## src/rtl/csr_pkg.sv

```systemverilog
// CSR map, shared types and the write-merge helper for the M-mode CSR unit; import where needed
package csr_pkg;

	localparam int XLEN  = 32; // Data width
	localparam int N_IRQ = 16; // External interrupt lines

	// ------------------------------------------------------------------------
	// CSR addresses
	localparam logic [11:0] CSR_MSTATUS   = 12'h300;
	localparam logic [11:0] CSR_MIE       = 12'h304;
	localparam logic [11:0] CSR_MTVEC     = 12'h305;
	localparam logic [11:0] CSR_MSCRATCH  = 12'h340;
	localparam logic [11:0] CSR_MEPC      = 12'h341;
	localparam logic [11:0] CSR_MCAUSE    = 12'h342;
	localparam logic [11:0] CSR_MIP       = 12'h344; // Read-only, writes dropped
	localparam logic [11:0] CSR_MCYCLE    = 12'hB00;
	localparam logic [11:0] CSR_MINSTRET  = 12'hB02;
	localparam logic [11:0] CSR_MCYCLEH   = 12'hB80;
	localparam logic [11:0] CSR_MINSTRETH = 12'hB82;

	localparam logic [XLEN-1:0] MIE_RSVD_MASK = 32'h0000_F777; // mie bits tied to 0
	localparam int IRQ_CAUSE_BASE = 16; // Vector slot of IRQ 0

	typedef enum logic [1:0] {
		CSR_OP_WRITE = 2'd0,
		CSR_OP_SET   = 2'd1,
		CSR_OP_CLEAR = 2'd2
	} csr_op_e;

	typedef enum logic {
		TRAP_IDLE   = 1'b0,
		TRAP_ACTIVE = 1'b1 // Inside a handler, exceptions blocked
	} trap_state_e;

	// ------------------------------------------------------------------------
	// Bundles
	typedef struct packed {
		logic            ren;
		logic            wen;
		csr_op_e         op;
		logic [11:0]     addr;
		logic [XLEN-1:0] wdata;
	} csr_req_t;

	typedef struct packed {
		logic mstatus, mie, mtvec, mscratch, mepc, mcause;
		logic mcycle, mcycleh, minstret, minstreth;
	} csr_wsel_t; // One-hot write strobes

	typedef struct packed {
		logic [XLEN-1:0] mstatus, mie, mtvec, mscratch, mepc, mcause;
	} trap_csr_t; // Software-visible view

	typedef struct packed {
		logic [63:0] mcycle, minstret;
	} ctr_val_t;

	typedef struct packed {
		logic instr_misaligned, instr_fault, instr_invalid, breakpoint;
		logic load_misaligned, load_fault, store_misaligned, store_fault, ecall;
	} except_req_t;

	typedef struct packed {
		logic       is_irq; // mcause bit 31
		logic [4:0] code;
	} trap_cause_t;

	// Apply a CSR write, set or clear to the old value
	function automatic logic [XLEN-1:0] csr_merge(input logic [XLEN-1:0] old_val,
		input logic [XLEN-1:0] data, input csr_op_e op);
		case (op)
			CSR_OP_SET:   return old_val | data;
			CSR_OP_CLEAR: return old_val & ~data;
			default:      return data; // Plain write
		endcase
	endfunction

endpackage

```

## src/rtl/csr_access_decode.sv

```systemverilog
// CSR address decoder; turns one access into write strobes, read data and an unmapped-access flag
`timescale 1ns/100ps

module csr_access_decode import csr_pkg::*; (
	input  csr_req_t        req,
	input  trap_csr_t       trap_csrs,
	input  ctr_val_t        ctrs,
	input  logic [XLEN-1:0] mip,
	output csr_wsel_t       wsel,
	output logic [XLEN-1:0] rdata,
	output logic            access_err
);

	logic hit; // Address is one of ours

	// ------------------------------------------------------------------------
	// Address match and read mux
	always_comb begin
		hit   = 1'b1;
		rdata = '0;
		case (req.addr)
			CSR_MSTATUS:   rdata = trap_csrs.mstatus; // MIE/MPIE only
			CSR_MIE:       rdata = trap_csrs.mie;
			CSR_MTVEC:     rdata = {trap_csrs.mtvec[XLEN-1:2], 2'b01}; // Always vectored
			CSR_MSCRATCH:  rdata = trap_csrs.mscratch;
			CSR_MEPC:      rdata = trap_csrs.mepc;
			CSR_MCAUSE:    rdata = trap_csrs.mcause;
			CSR_MIP:       rdata = mip; // Mapped but a write has no target
			CSR_MCYCLE:    rdata = ctrs.mcycle[31:0];
			CSR_MCYCLEH:   rdata = ctrs.mcycle[63:32];
			CSR_MINSTRET:  rdata = ctrs.minstret[31:0];
			CSR_MINSTRETH: rdata = ctrs.minstret[63:32];
			default:       hit = 1'b0; // Unmapped
		endcase
	end

	// Write strobes from their own address compares
	assign wsel = '{
		mstatus:   req.wen & (req.addr == CSR_MSTATUS),
		mie:       req.wen & (req.addr == CSR_MIE),
		mtvec:     req.wen & (req.addr == CSR_MTVEC),
		mscratch:  req.wen & (req.addr == CSR_MSCRATCH),
		mepc:      req.wen & (req.addr == CSR_MEPC),
		mcause:    req.wen & (req.addr == CSR_MCAUSE),
		mcycle:    req.wen & (req.addr == CSR_MCYCLE),
		mcycleh:   req.wen & (req.addr == CSR_MCYCLEH),
		minstret:  req.wen & (req.addr == CSR_MINSTRET),
		minstreth: req.wen & (req.addr == CSR_MINSTRETH)
	};

	// Unmapped CSR becomes an illegal instruction further on
	assign access_err = (req.ren | req.wen) & ~hit;

	// Both register blocks rely on never seeing two strobes at once
	always_comb begin
		assert ($onehot0(wsel))
			else $error("csr_access_decode: more than one write strobe");
	end

endmodule

```

## src/rtl/csr_trap_regs.sv

```systemverilog
// Trap-setup and trap-handling CSRs; written by software and updated on trap entry and exit
`timescale 1ns/100ps

module csr_trap_regs import csr_pkg::*; #(
	parameter logic [XLEN-1:0] MTVEC_WMASK = 32'hFFFF_F000, // Writable mtvec bits
	parameter logic [XLEN-1:0] MTVEC_INIT  = 32'h0000_0000  // Reset and fixed mtvec bits
) (
	input  logic            clk,
	input  logic            rst_n,
	input  csr_wsel_t       wsel,
	input  csr_op_e         op,
	input  logic [XLEN-1:0] wdata,
	input  logic            trap_enter_fire,
	input  logic            trap_exit,
	input  trap_cause_t     cause,
	input  logic [XLEN-1:0] mepc_in,
	output trap_csr_t       trap_csrs,
	output logic [XLEN-1:0] mepc_out
);

	localparam logic [XLEN-1:0] MEPC_MASK = {{(XLEN-1){1'b1}}, 1'b0}; // Bit 0 always 0

	logic            mstatus_mie;  // Global interrupt enable
	logic            mstatus_mpie; // Previous MIE, one level of stack
	logic [XLEN-1:0] mscratch_q;
	logic [XLEN-1:0] mtvec_q;
	logic [XLEN-1:0] mepc_q;
	logic [XLEN-1:0] mie_q;
	logic            mcause_irq;
	logic [4:0]      mcause_code;

	logic [XLEN-1:0] mstatus_val, mcause_val; // Assembled read views
	logic [XLEN-1:0] mstatus_wr, mcause_wr;   // After write/set/clear

	assign mstatus_val = {{(XLEN-8){1'b0}}, mstatus_mpie, 3'b000, mstatus_mie, 3'b000};
	assign mcause_val  = {mcause_irq, {(XLEN-6){1'b0}}, mcause_code};
	assign mstatus_wr  = csr_merge(mstatus_val, wdata, op);
	assign mcause_wr   = csr_merge(mcause_val, wdata, op);

	// ------------------------------------------------------------------------
	// Registers touched by trap entry/exit; hardware beats software
	always_ff @(posedge clk or negedge rst_n) begin
		if (!rst_n) begin
			mstatus_mie  <= 1'b0;
			mstatus_mpie <= 1'b0;
			mepc_q       <= '0;
			mcause_irq   <= 1'b0;
			mcause_code  <= '0;
		end else if (trap_enter_fire) begin
			mstatus_mpie <= mstatus_mie; // Push enable
			mstatus_mie  <= 1'b0;
			mepc_q       <= mepc_in & MEPC_MASK;
			mcause_irq   <= cause.is_irq;
			mcause_code  <= cause.code;
		end else begin
			if (trap_exit) begin
				mstatus_mie  <= mstatus_mpie; // Pop enable
				mstatus_mpie <= 1'b1;
			end else if (wsel.mstatus) begin
				mstatus_mie  <= mstatus_wr[3];
				mstatus_mpie <= mstatus_wr[7];
			end
			if (wsel.mepc)
				mepc_q <= csr_merge(mepc_q, wdata, op) & MEPC_MASK;
			if (wsel.mcause) begin
				mcause_irq  <= mcause_wr[XLEN-1];
				mcause_code <= mcause_wr[4:0]; // Rest of mcause is tied off
			end
		end
	end

	// ------------------------------------------------------------------------
	// Software-only registers
	always_ff @(posedge clk or negedge rst_n) begin
		if (!rst_n) begin
			mscratch_q <= '0;
			mtvec_q    <= MTVEC_INIT;
			mie_q      <= '0;
		end else begin
			if (wsel.mscratch)
				mscratch_q <= csr_merge(mscratch_q, wdata, op);
			if (wsel.mtvec) // Fixed bits forced back to their init value
				mtvec_q <= (csr_merge(mtvec_q, wdata, op) & MTVEC_WMASK)
					| (MTVEC_INIT & ~MTVEC_WMASK);
			if (wsel.mie)
				mie_q <= csr_merge(mie_q, wdata, op) & ~MIE_RSVD_MASK;
		end
	end

	assign trap_csrs = '{
		mstatus:  mstatus_val,
		mie:      mie_q,
		mtvec:    mtvec_q,
		mscratch: mscratch_q,
		mepc:     mepc_q,
		mcause:   mcause_val
	};
	assign mepc_out = mepc_q; // Return address for mret

	// The core must never retire into and out of a trap on the same edge
	ap_no_enter_exit: assert property (@(posedge clk) disable iff (!rst_n)
		!(trap_enter_fire && trap_exit))
		else $error("csr_trap_regs: trap entry and exit in the same cycle");

endmodule

```

## src/rtl/csr_counters.sv

```systemverilog
// Cycle and retired-instruction counters; low W_COUNTER bits count, all 64 bits stay writable
`timescale 1ns/100ps

module csr_counters import csr_pkg::*; #(
	parameter int W_COUNTER = 64 // Hardware-counted width
) (
	input  logic            clk,
	input  logic            rst_n,
	input  csr_wsel_t       wsel,
	input  csr_op_e         op,
	input  logic [XLEN-1:0] wdata,
	input  logic            instr_ret,
	output ctr_val_t        ctrs
);

	// Bits the incrementer may change; the rest only move on a write
	localparam logic [63:0] HW_MASK = ~({64{1'b1}} << W_COUNTER);

	logic [63:0] mcycle_q;
	logic [63:0] minstret_q;

	// Next value of one counter; a written word overrides its increment
	function automatic logic [63:0] ctr_next(input logic [63:0] cur, input logic inc,
		input logic wr_lo, input logic wr_hi);
		logic [63:0] nxt;
		nxt = cur;
		if (inc)
			nxt = ((cur + 64'd1) & HW_MASK) | (cur & ~HW_MASK); // Upper bits hold
		if (wr_lo)
			nxt[31:0] = csr_merge(cur[31:0], wdata, op);
		if (wr_hi)
			nxt[63:32] = csr_merge(cur[63:32], wdata, op);
		return nxt;
	endfunction

	// ------------------------------------------------------------------------
	always_ff @(posedge clk or negedge rst_n) begin
		if (!rst_n) begin
			mcycle_q   <= '0;
			minstret_q <= '0;
		end else begin
			mcycle_q   <= ctr_next(mcycle_q, 1'b1, wsel.mcycle, wsel.mcycleh); // Every clock
			minstret_q <= ctr_next(minstret_q, instr_ret, wsel.minstret, wsel.minstreth);
		end
	end

	assign ctrs = '{mcycle: mcycle_q, minstret: minstret_q};

endmodule

```

## src/rtl/trap_select.sv

```systemverilog
// Trap source selection; registers IRQs, builds mip, picks the winning cause and vector address
`timescale 1ns/100ps

module trap_select import csr_pkg::*; (
	input  logic             clk,
	input  logic             rst_n,
	input  logic [N_IRQ-1:0] irq,
	input  except_req_t      except,
	input  logic             access_err,
	input  trap_csr_t        trap_csrs,
	output logic [XLEN-1:0]  mip,
	output logic             exc_pending,
	output logic             irq_pending,
	output trap_cause_t      cause,
	output logic [XLEN-1:0]  trap_addr
);

	logic [N_IRQ-1:0] irq_q;    // Sampled lines, these are mip[31:16]
	logic [15:0]      exc_vec;  // Indexed by exception code
	logic [N_IRQ-1:0] irq_req;  // Pending and enabled
	logic [3:0]       exc_code;
	logic [3:0]       irq_code;
	logic [5:0]       vec_slot; // Vector table entry

	// Lowest set bit wins
	function automatic logic [3:0] lowest_set(input logic [15:0] v);
		logic [3:0] idx;
		idx = '0;
		for (int i = 15; i >= 0; i--) begin
			if (v[i])
				idx = 4'(i);
		end
		return idx;
	endfunction

	always_ff @(posedge clk or negedge rst_n) begin
		if (!rst_n)
			irq_q <= '0;
		else
			irq_q <= irq;
	end

	// Per-line bits on top, MEIP as their OR
	assign mip = {irq_q, 4'b0000, |irq_q, 11'b0};

	// ------------------------------------------------------------------------
	// Exceptions, standard codes
	assign exc_vec = {
		4'b0000,
		except.ecall,        // 11, M-mode ecall
		3'b000,
		except.store_fault,
		except.store_misaligned,
		except.load_fault,
		except.load_misaligned,
		except.breakpoint,
		except.instr_invalid | access_err, // Bad CSR is illegal instruction
		except.instr_fault,
		except.instr_misaligned
	};
	assign exc_pending = |exc_vec;
	assign exc_code    = lowest_set(exc_vec);

	// Interrupts, gated by per-line enable, meie and MIE
	assign irq_req     = irq_q & trap_csrs.mie[31:16]
		& {N_IRQ{trap_csrs.mie[11] & trap_csrs.mstatus[3]}};
	assign irq_code    = lowest_set(irq_req);
	assign irq_pending = |irq_req & ~exc_pending; // Exceptions always win

	assign cause = exc_pending ? '{is_irq: 1'b0, code: {1'b0, exc_code}}
		: '{is_irq: 1'b1, code: {1'b0, irq_code}};

	assign vec_slot  = exc_pending ? {2'b00, exc_code} : 6'(IRQ_CAUSE_BASE) + {2'b00, irq_code};
	assign trap_addr = {trap_csrs.mtvec[XLEN-1:2], 2'b00} | {{(XLEN-8){1'b0}}, vec_slot, 2'b00};

endmodule

```

## src/rtl/trap_fsm.sv

```systemverilog
// Trap state machine; blocks nested exceptions and runs the valid/ready trap entry handshake
`timescale 1ns/100ps

module trap_fsm import csr_pkg::*; (
	input  logic clk,
	input  logic rst_n,
	input  logic exc_pending,
	input  logic irq_pending,
	input  logic trap_enter_rdy,
	input  logic trap_exit,
	output logic trap_enter_vld,
	output logic trap_enter_fire
);

	trap_state_e state_q, state_d;

	// Request drops by itself if its source goes away
	assign trap_enter_vld  = irq_pending | (exc_pending & (state_q == TRAP_IDLE));
	assign trap_enter_fire = trap_enter_vld & trap_enter_rdy; // Transfer

	// ------------------------------------------------------------------------
	always_comb begin
		state_d = state_q;
		case (state_q)
			TRAP_IDLE: begin
				if (trap_enter_fire)
					state_d = TRAP_ACTIVE;
			end
			TRAP_ACTIVE: begin
				if (trap_exit)
					state_d = TRAP_IDLE; // mret
			end
			default: state_d = TRAP_IDLE;
		endcase
	end

	always_ff @(posedge clk or negedge rst_n) begin
		if (!rst_n)
			state_q <= TRAP_IDLE;
		else
			state_q <= state_d;
	end

	// mret only makes sense from inside a handler
	ap_exit_in_trap: assert property (@(posedge clk) disable iff (!rst_n)
		trap_exit |-> state_q == TRAP_ACTIVE)
		else $error("trap_fsm: trap_exit outside a trap");

	// Exit is a single-cycle pulse from the core
	ap_exit_pulse: assert property (@(posedge clk) disable iff (!rst_n)
		trap_exit |=> !trap_exit)
		else $error("trap_fsm: trap_exit held for two cycles");

endmodule

```

## src/rtl/csr_unit.sv

```systemverilog
// Top of the machine-mode CSR unit; connects decode, registers, counters and trap logic
`timescale 1ns/100ps

module csr_unit import csr_pkg::*; #(
	parameter logic [XLEN-1:0] MTVEC_WMASK = 32'hFFFF_F000, // Writable mtvec bits
	parameter logic [XLEN-1:0] MTVEC_INIT  = 32'h0000_0000, // mtvec after reset
	parameter int              W_COUNTER   = 64             // Hardware counter width
) (
	input  logic             clk,
	input  logic             rst_n,
	// CSR access port
	input  csr_req_t         req,
	output logic [XLEN-1:0]  rdata,
	// Trap sources and core status
	input  logic [N_IRQ-1:0] irq,
	input  except_req_t      except,
	input  logic             instr_ret,
	input  logic [XLEN-1:0]  mepc_in,
	// Trap handshake
	input  logic             trap_enter_rdy,
	input  logic             trap_exit,
	output logic             trap_enter_vld,
	output logic [XLEN-1:0]  trap_addr,
	output logic [XLEN-1:0]  mepc_out
);

	csr_wsel_t       wsel;
	trap_csr_t       trap_csrs;
	ctr_val_t        ctrs;
	logic [XLEN-1:0] mip;
	logic            access_err;
	logic            exc_pending, irq_pending;
	trap_cause_t     cause;
	logic            trap_enter_fire; // Handshake completed

	// ------------------------------------------------------------------------
	csr_access_decode csr_access_decode_inst (
		.req, .trap_csrs, .ctrs, .mip, .wsel, .rdata, .access_err
	);

	csr_trap_regs #(
		.MTVEC_WMASK (MTVEC_WMASK),
		.MTVEC_INIT  (MTVEC_INIT)
	) csr_trap_regs_inst (
		.clk, .rst_n, .wsel,
		.op              (req.op),
		.wdata           (req.wdata),
		.trap_enter_fire, .trap_exit, .cause, .mepc_in, .trap_csrs, .mepc_out
	);

	csr_counters #(
		.W_COUNTER (W_COUNTER)
	) csr_counters_inst (
		.clk, .rst_n, .wsel,
		.op        (req.op),
		.wdata     (req.wdata),
		.instr_ret, .ctrs
	);

	trap_select trap_select_inst (
		.clk, .rst_n, .irq, .except, .access_err, .trap_csrs,
		.mip, .exc_pending, .irq_pending, .cause, .trap_addr
	);

	trap_fsm trap_fsm_inst (
		.clk, .rst_n, .exc_pending, .irq_pending,
		.trap_enter_rdy, .trap_exit, .trap_enter_vld, .trap_enter_fire
	);

endmodule

```

## config.mk

```make
export PLATFORM = sky130hd
export DESIGN_NAME = csr_unit
export DESIGN_NICKNAME = d
export VERILOG_FILES = /design/src/rtl/csr_pkg.sv /design/src/rtl/csr_access_decode.sv /design/src/rtl/csr_trap_regs.sv /design/src/rtl/csr_counters.sv /design/src/rtl/trap_select.sv /design/src/rtl/trap_fsm.sv /design/src/rtl/csr_unit.sv
export SDC_FILE = /design/constraint.sdc
export NUM_CORES = 1
export LEC_CHECK = 0
export ABC_AREA = 1
export CORE_MARGIN = 4
export CORE_UTILIZATION = 40
export CTS_CLUSTER_SIZE = 30
export DETAILED_ROUTE_END_ITERATION = 12
export DONT_BUFFER_PORTS = 1
export PLACE_DENSITY = 0.53
export SYNTH_ARGS = -nofsm -noshare
export SYNTH_HDL_FRONTEND = slang
export SYNTH_HIERARCHICAL = 1
export SYNTH_SLANG_ARGS = --single-unit
```

## constraint.sdc

```tcl
create_clock -name clk -period 5.8 [get_ports clk]
set_input_delay 0.29 -clock clk [delete_from_list [all_inputs] [get_ports clk]]
set_output_delay 0.29 -clock clk [all_outputs]
set_load 0.05 [all_outputs]
```

==> summary.json <==
{
  "static-leakage-power": {"value": 10.9, "unit": "nW"},
  "final_max_slew_viol_count": {"value": 0},
  "grt_usage": {"value": 0.388},
  "area_growth_syn_to_layout": {"value": 8.75, "unit": "%"},
  "global_route.overflow_total": {"value": 0},
  "drt.antenna.violating_nets": {"value": 0},
  "fillCellCount": {"value": 5811},
  "first_pass_grt_wire_length": {"value": 162000, "unit": "um"},
  "critical_path_arrival": {"value": 4680, "unit": "ps"},
  "synthCells": {"value": 3443},
  "die_w": {"value": 241, "unit": "um"},
  "critical_path_peak_fanout": {"value": 31},
  "maxCapViolCount": {"value": 0},
  "finalNetCount": {"value": 3541},
  "initial_util": {"value": 0.403},
  "clkSlewWorstSetupHoldPaths": {"value": 60, "unit": "ps"},
  "tritoncts": {"value": "done"},
  "detail_route.first_pass.iterations": {"value": 6},
  "status": {"value": "complete, but fails checks"},
  "timing.final.crit_period": {"value": 4170, "unit": "ps"},
  "initialDrtViolationCount": {"value": 3453},
  "worst_ir_drop_vdd": {"value": 0.169, "unit": "mV"},
  "rsz0062_at_grt": {"value": "false"},
  "cp.required": {"value": 6320, "unit": "ps"},
  "worstSetupStartpointType": {"value": "input port"},
  "synth_area_per_cell": {"value": 6.31, "unit": "sq um"},
  "post_route_fraction_of_the_period_consumed_by_the_critical_path": {"value": 0.719},
  "portBuffers": {"value": 0},
  "mappedNetlistArea": {"value": 21700, "unit": "sq um"},
  "tightest_slew": {"value": 1250, "unit": "ps"},
  "crit_end_element": {"value": "flop"},
  "slew-limit-headroom": {"value": 0.156},
  "detailedPlace.worstSlack": {"value": 1580, "unit": "ps"},
  "post-route-worst-setup-slack": {"value": 1630, "unit": "ps"},
  "boundaryPins": {"value": 207},
  "failed_checks": {"value": "hold timing"},
  "areal_power_density_over_the_cells": {"value": 259, "unit": "nW/um^2"},
  "die_area": {"value": 58100, "unit": "sq um"},
  "worst_hold_slack": {"value": -581, "unit": "ps"},
  "route.detailed.vias_per_inst": {"value": 5.87},
  "avgRoutedWirePerCell": {"value": 28.1, "unit": "um"},
  "routability_cong": {"value": 1.04},
  "worst_min_delay_path_category": {"value": "in -> async"},
  "clk_latency_worst_skew_pair": {"value": 580, "unit": "ps"},
  "core_region_area": {"value": 53800, "unit": "sq um"},
  "post_detailed_placement_half_perimeter_wirelength": {"value": 82200, "unit": "um"},
  "fmaxAchievable": {"value": 240, "unit": "MHz"},
  "post_cts_hold_buffer_count": {"value": 111},
  "criticalPathCategory": {"value": "in -> reg"},
  "grt_max_degree": {"value": 256},
  "fin_worst_skew": {"value": 20.1, "unit": "ps"},
  "cts_htree_levels": {"value": 2},
  "grt_pass1_vias": {"value": 22053},
  "clock_tree.buffer_depth": {"value": 3},
  "rows": {"value": 85},
  "final_layout_size_suffix_gt1_frac": {"value": 0.0626},
  "post_cts.resized_instances": {"value": 0},
  "finalHoldViolations": {"value": 255},
  "antenna_found_initial": {"value": 12},
  "utilization": {"value": 0.439},
  "totalPowerFinal": {"value": 6.12, "unit": "mW"},
  "num_vias": {"value": 24383},
  "die_height": {"value": 241, "unit": "um"},
  "cts_root_buffer": {"value": "sky130_fd_sc_hd__clkbuf_16"},
  "clock_buffers_created_by_tritoncts": {"value": 36},
  "setup_viol": {"value": 0},
  "timing.reg2reg.worst_path_depth": {"value": 13},
  "post-route-drc-count": {"value": 0},
  "finalSetupTns": {"value": 0, "unit": "ps"},
  "numClockSinks": {"value": 255},
  "synth-warning-count": {"value": 6},
  "drt-total-wl": {"value": 117000, "unit": "um"}
}
-- layer usage --
layer | track usage | routed length [um] | up-vias
li1 | - | - | 10971
met1 | 0.520 | 46600 | 11664
met2 | 0.564 | 48800 | 1436
met3 | 0.0983 | 12700 | 302
met4 | 0.231 | 8580 | 10
met5 | 0 | 69 | -
-- power by group --
part	internal (mW)	switching (mW)
sequential	1.98	0.745
combinational	0.434	0.738
clock	1.26	0.967
-- registers in the layout (all words and copies together), names as in the netlist --
register	cells
csr_trap_regs_inst/mcause_code	5
csr_trap_regs_inst/mcause_irq	1
csr_counters_inst/minstret_q	64
csr_trap_regs_inst/mstatus_mpie	1
trap_fsm_inst/state_q	1
trap_select_inst/irq_q	16
csr_trap_regs_inst/mtvec_q	20
csr_trap_regs_inst/mscratch_q	32
csr_counters_inst/mcycle_q	64
csr_trap_regs_inst/mepc_out	31
csr_trap_regs_inst/mstatus_mie	1
csr_trap_regs_inst/mie_q	19
-- layout make-up --
type                    instances  area, sq um  area share
diodes                          9         22.5    0.000954
clock buffers                  49         1040      0.0440
clock inverters                14          105     0.00445
inverters                     273         1030      0.0436
multi-input cells            2725        12900       0.545
flip-flops and latches        255         6380       0.270
well taps                     696          871      0.0369
repair buffers                134         1300      0.0549
-- metrics by stage --
stage	cell area (sq um)	std cells
after floorplan	22100	3540
after global placement	21300	3972
after detailed placement	21300	3972
after CTS	23600	4146
after global routing	23600	4150
final	23600	4155
-- cell usage in the layout (no fill, tap or decap), drive strengths merged, types with 5 or more instances in the layout --
master	n
dlygate4sd3	111
conb	99
and3	11
o211ai	59
o22ai	8
clkinv	14
ha	6
nand3	239
a31oi	18
nor2	460
a211oi	8
a21oi	211
dfrtp	255
diode	9
or2	28
and2	5
inv	271
a21boi	13
xor2	38
nand4	39
nand3b	6
o21bai	7
nand2	1068
buf	23
xnor2	12
a22oi	38
clkbuf	49
o21ai	301
nor3	39
-- timing repair --
item	4_1_cts	5_1_grt
endpoints found under the hold margin	447	255
setup endpoints to repair	0	0
setup buffers	0	0
-- critical path, cell delays in order --
cell and delay, ps:
sky130_fd_sc_hd__inv_1 50, sky130_fd_sc_hd__nand2_1 70, sky130_fd_sc_hd__nor2_1 540, sky130_fd_sc_hd__nand3_1 140
sky130_fd_sc_hd__buf_4 290, sky130_fd_sc_hd__nand2_1 110, sky130_fd_sc_hd__nand3b_1 190, sky130_fd_sc_hd__nor2_1 70
sky130_fd_sc_hd__nor2_1 130, sky130_fd_sc_hd__inv_2 60, sky130_fd_sc_hd__nor2_4 100, sky130_fd_sc_hd__nand2_2 60
sky130_fd_sc_hd__nor2_2 110, sky130_fd_sc_hd__inv_2 50, sky130_fd_sc_hd__nor2_4 200, sky130_fd_sc_hd__inv_2 100
sky130_fd_sc_hd__nand2_2 110, sky130_fd_sc_hd__a21boi_4 110, sky130_fd_sc_hd__nor2_2 690, sky130_fd_sc_hd__buf_4 390
sky130_fd_sc_hd__a22oi_1 110, sky130_fd_sc_hd__o21ai_1 110, sky130_fd_sc_hd__dlygate4sd3_1 570
-- path summary, 6_finish.rpt --
path | from | to | slack [ps]
setup / recovery | req[35] | csr_trap_regs_inst/mepc_out[3] | 1630
hold / removal | rst_n | csr_counters_inst/mcycle_q[42] | -580
setup reg to reg | csr_trap_regs_inst/mie_q[11] | csr_trap_regs_inst/mepc_out[3] | 2130
hold reg to reg | csr_trap_regs_inst/mscratch_q[0] | csr_trap_regs_inst/mscratch_q[0] | 510
max in group asynchronous | rst_n | trap_select_inst/irq_q[3] | 5450
min in group clk | req[15] | csr_trap_regs_inst/mscratch_q[15] | 10
Note: power is estimated with default switching activity, not from simulation.
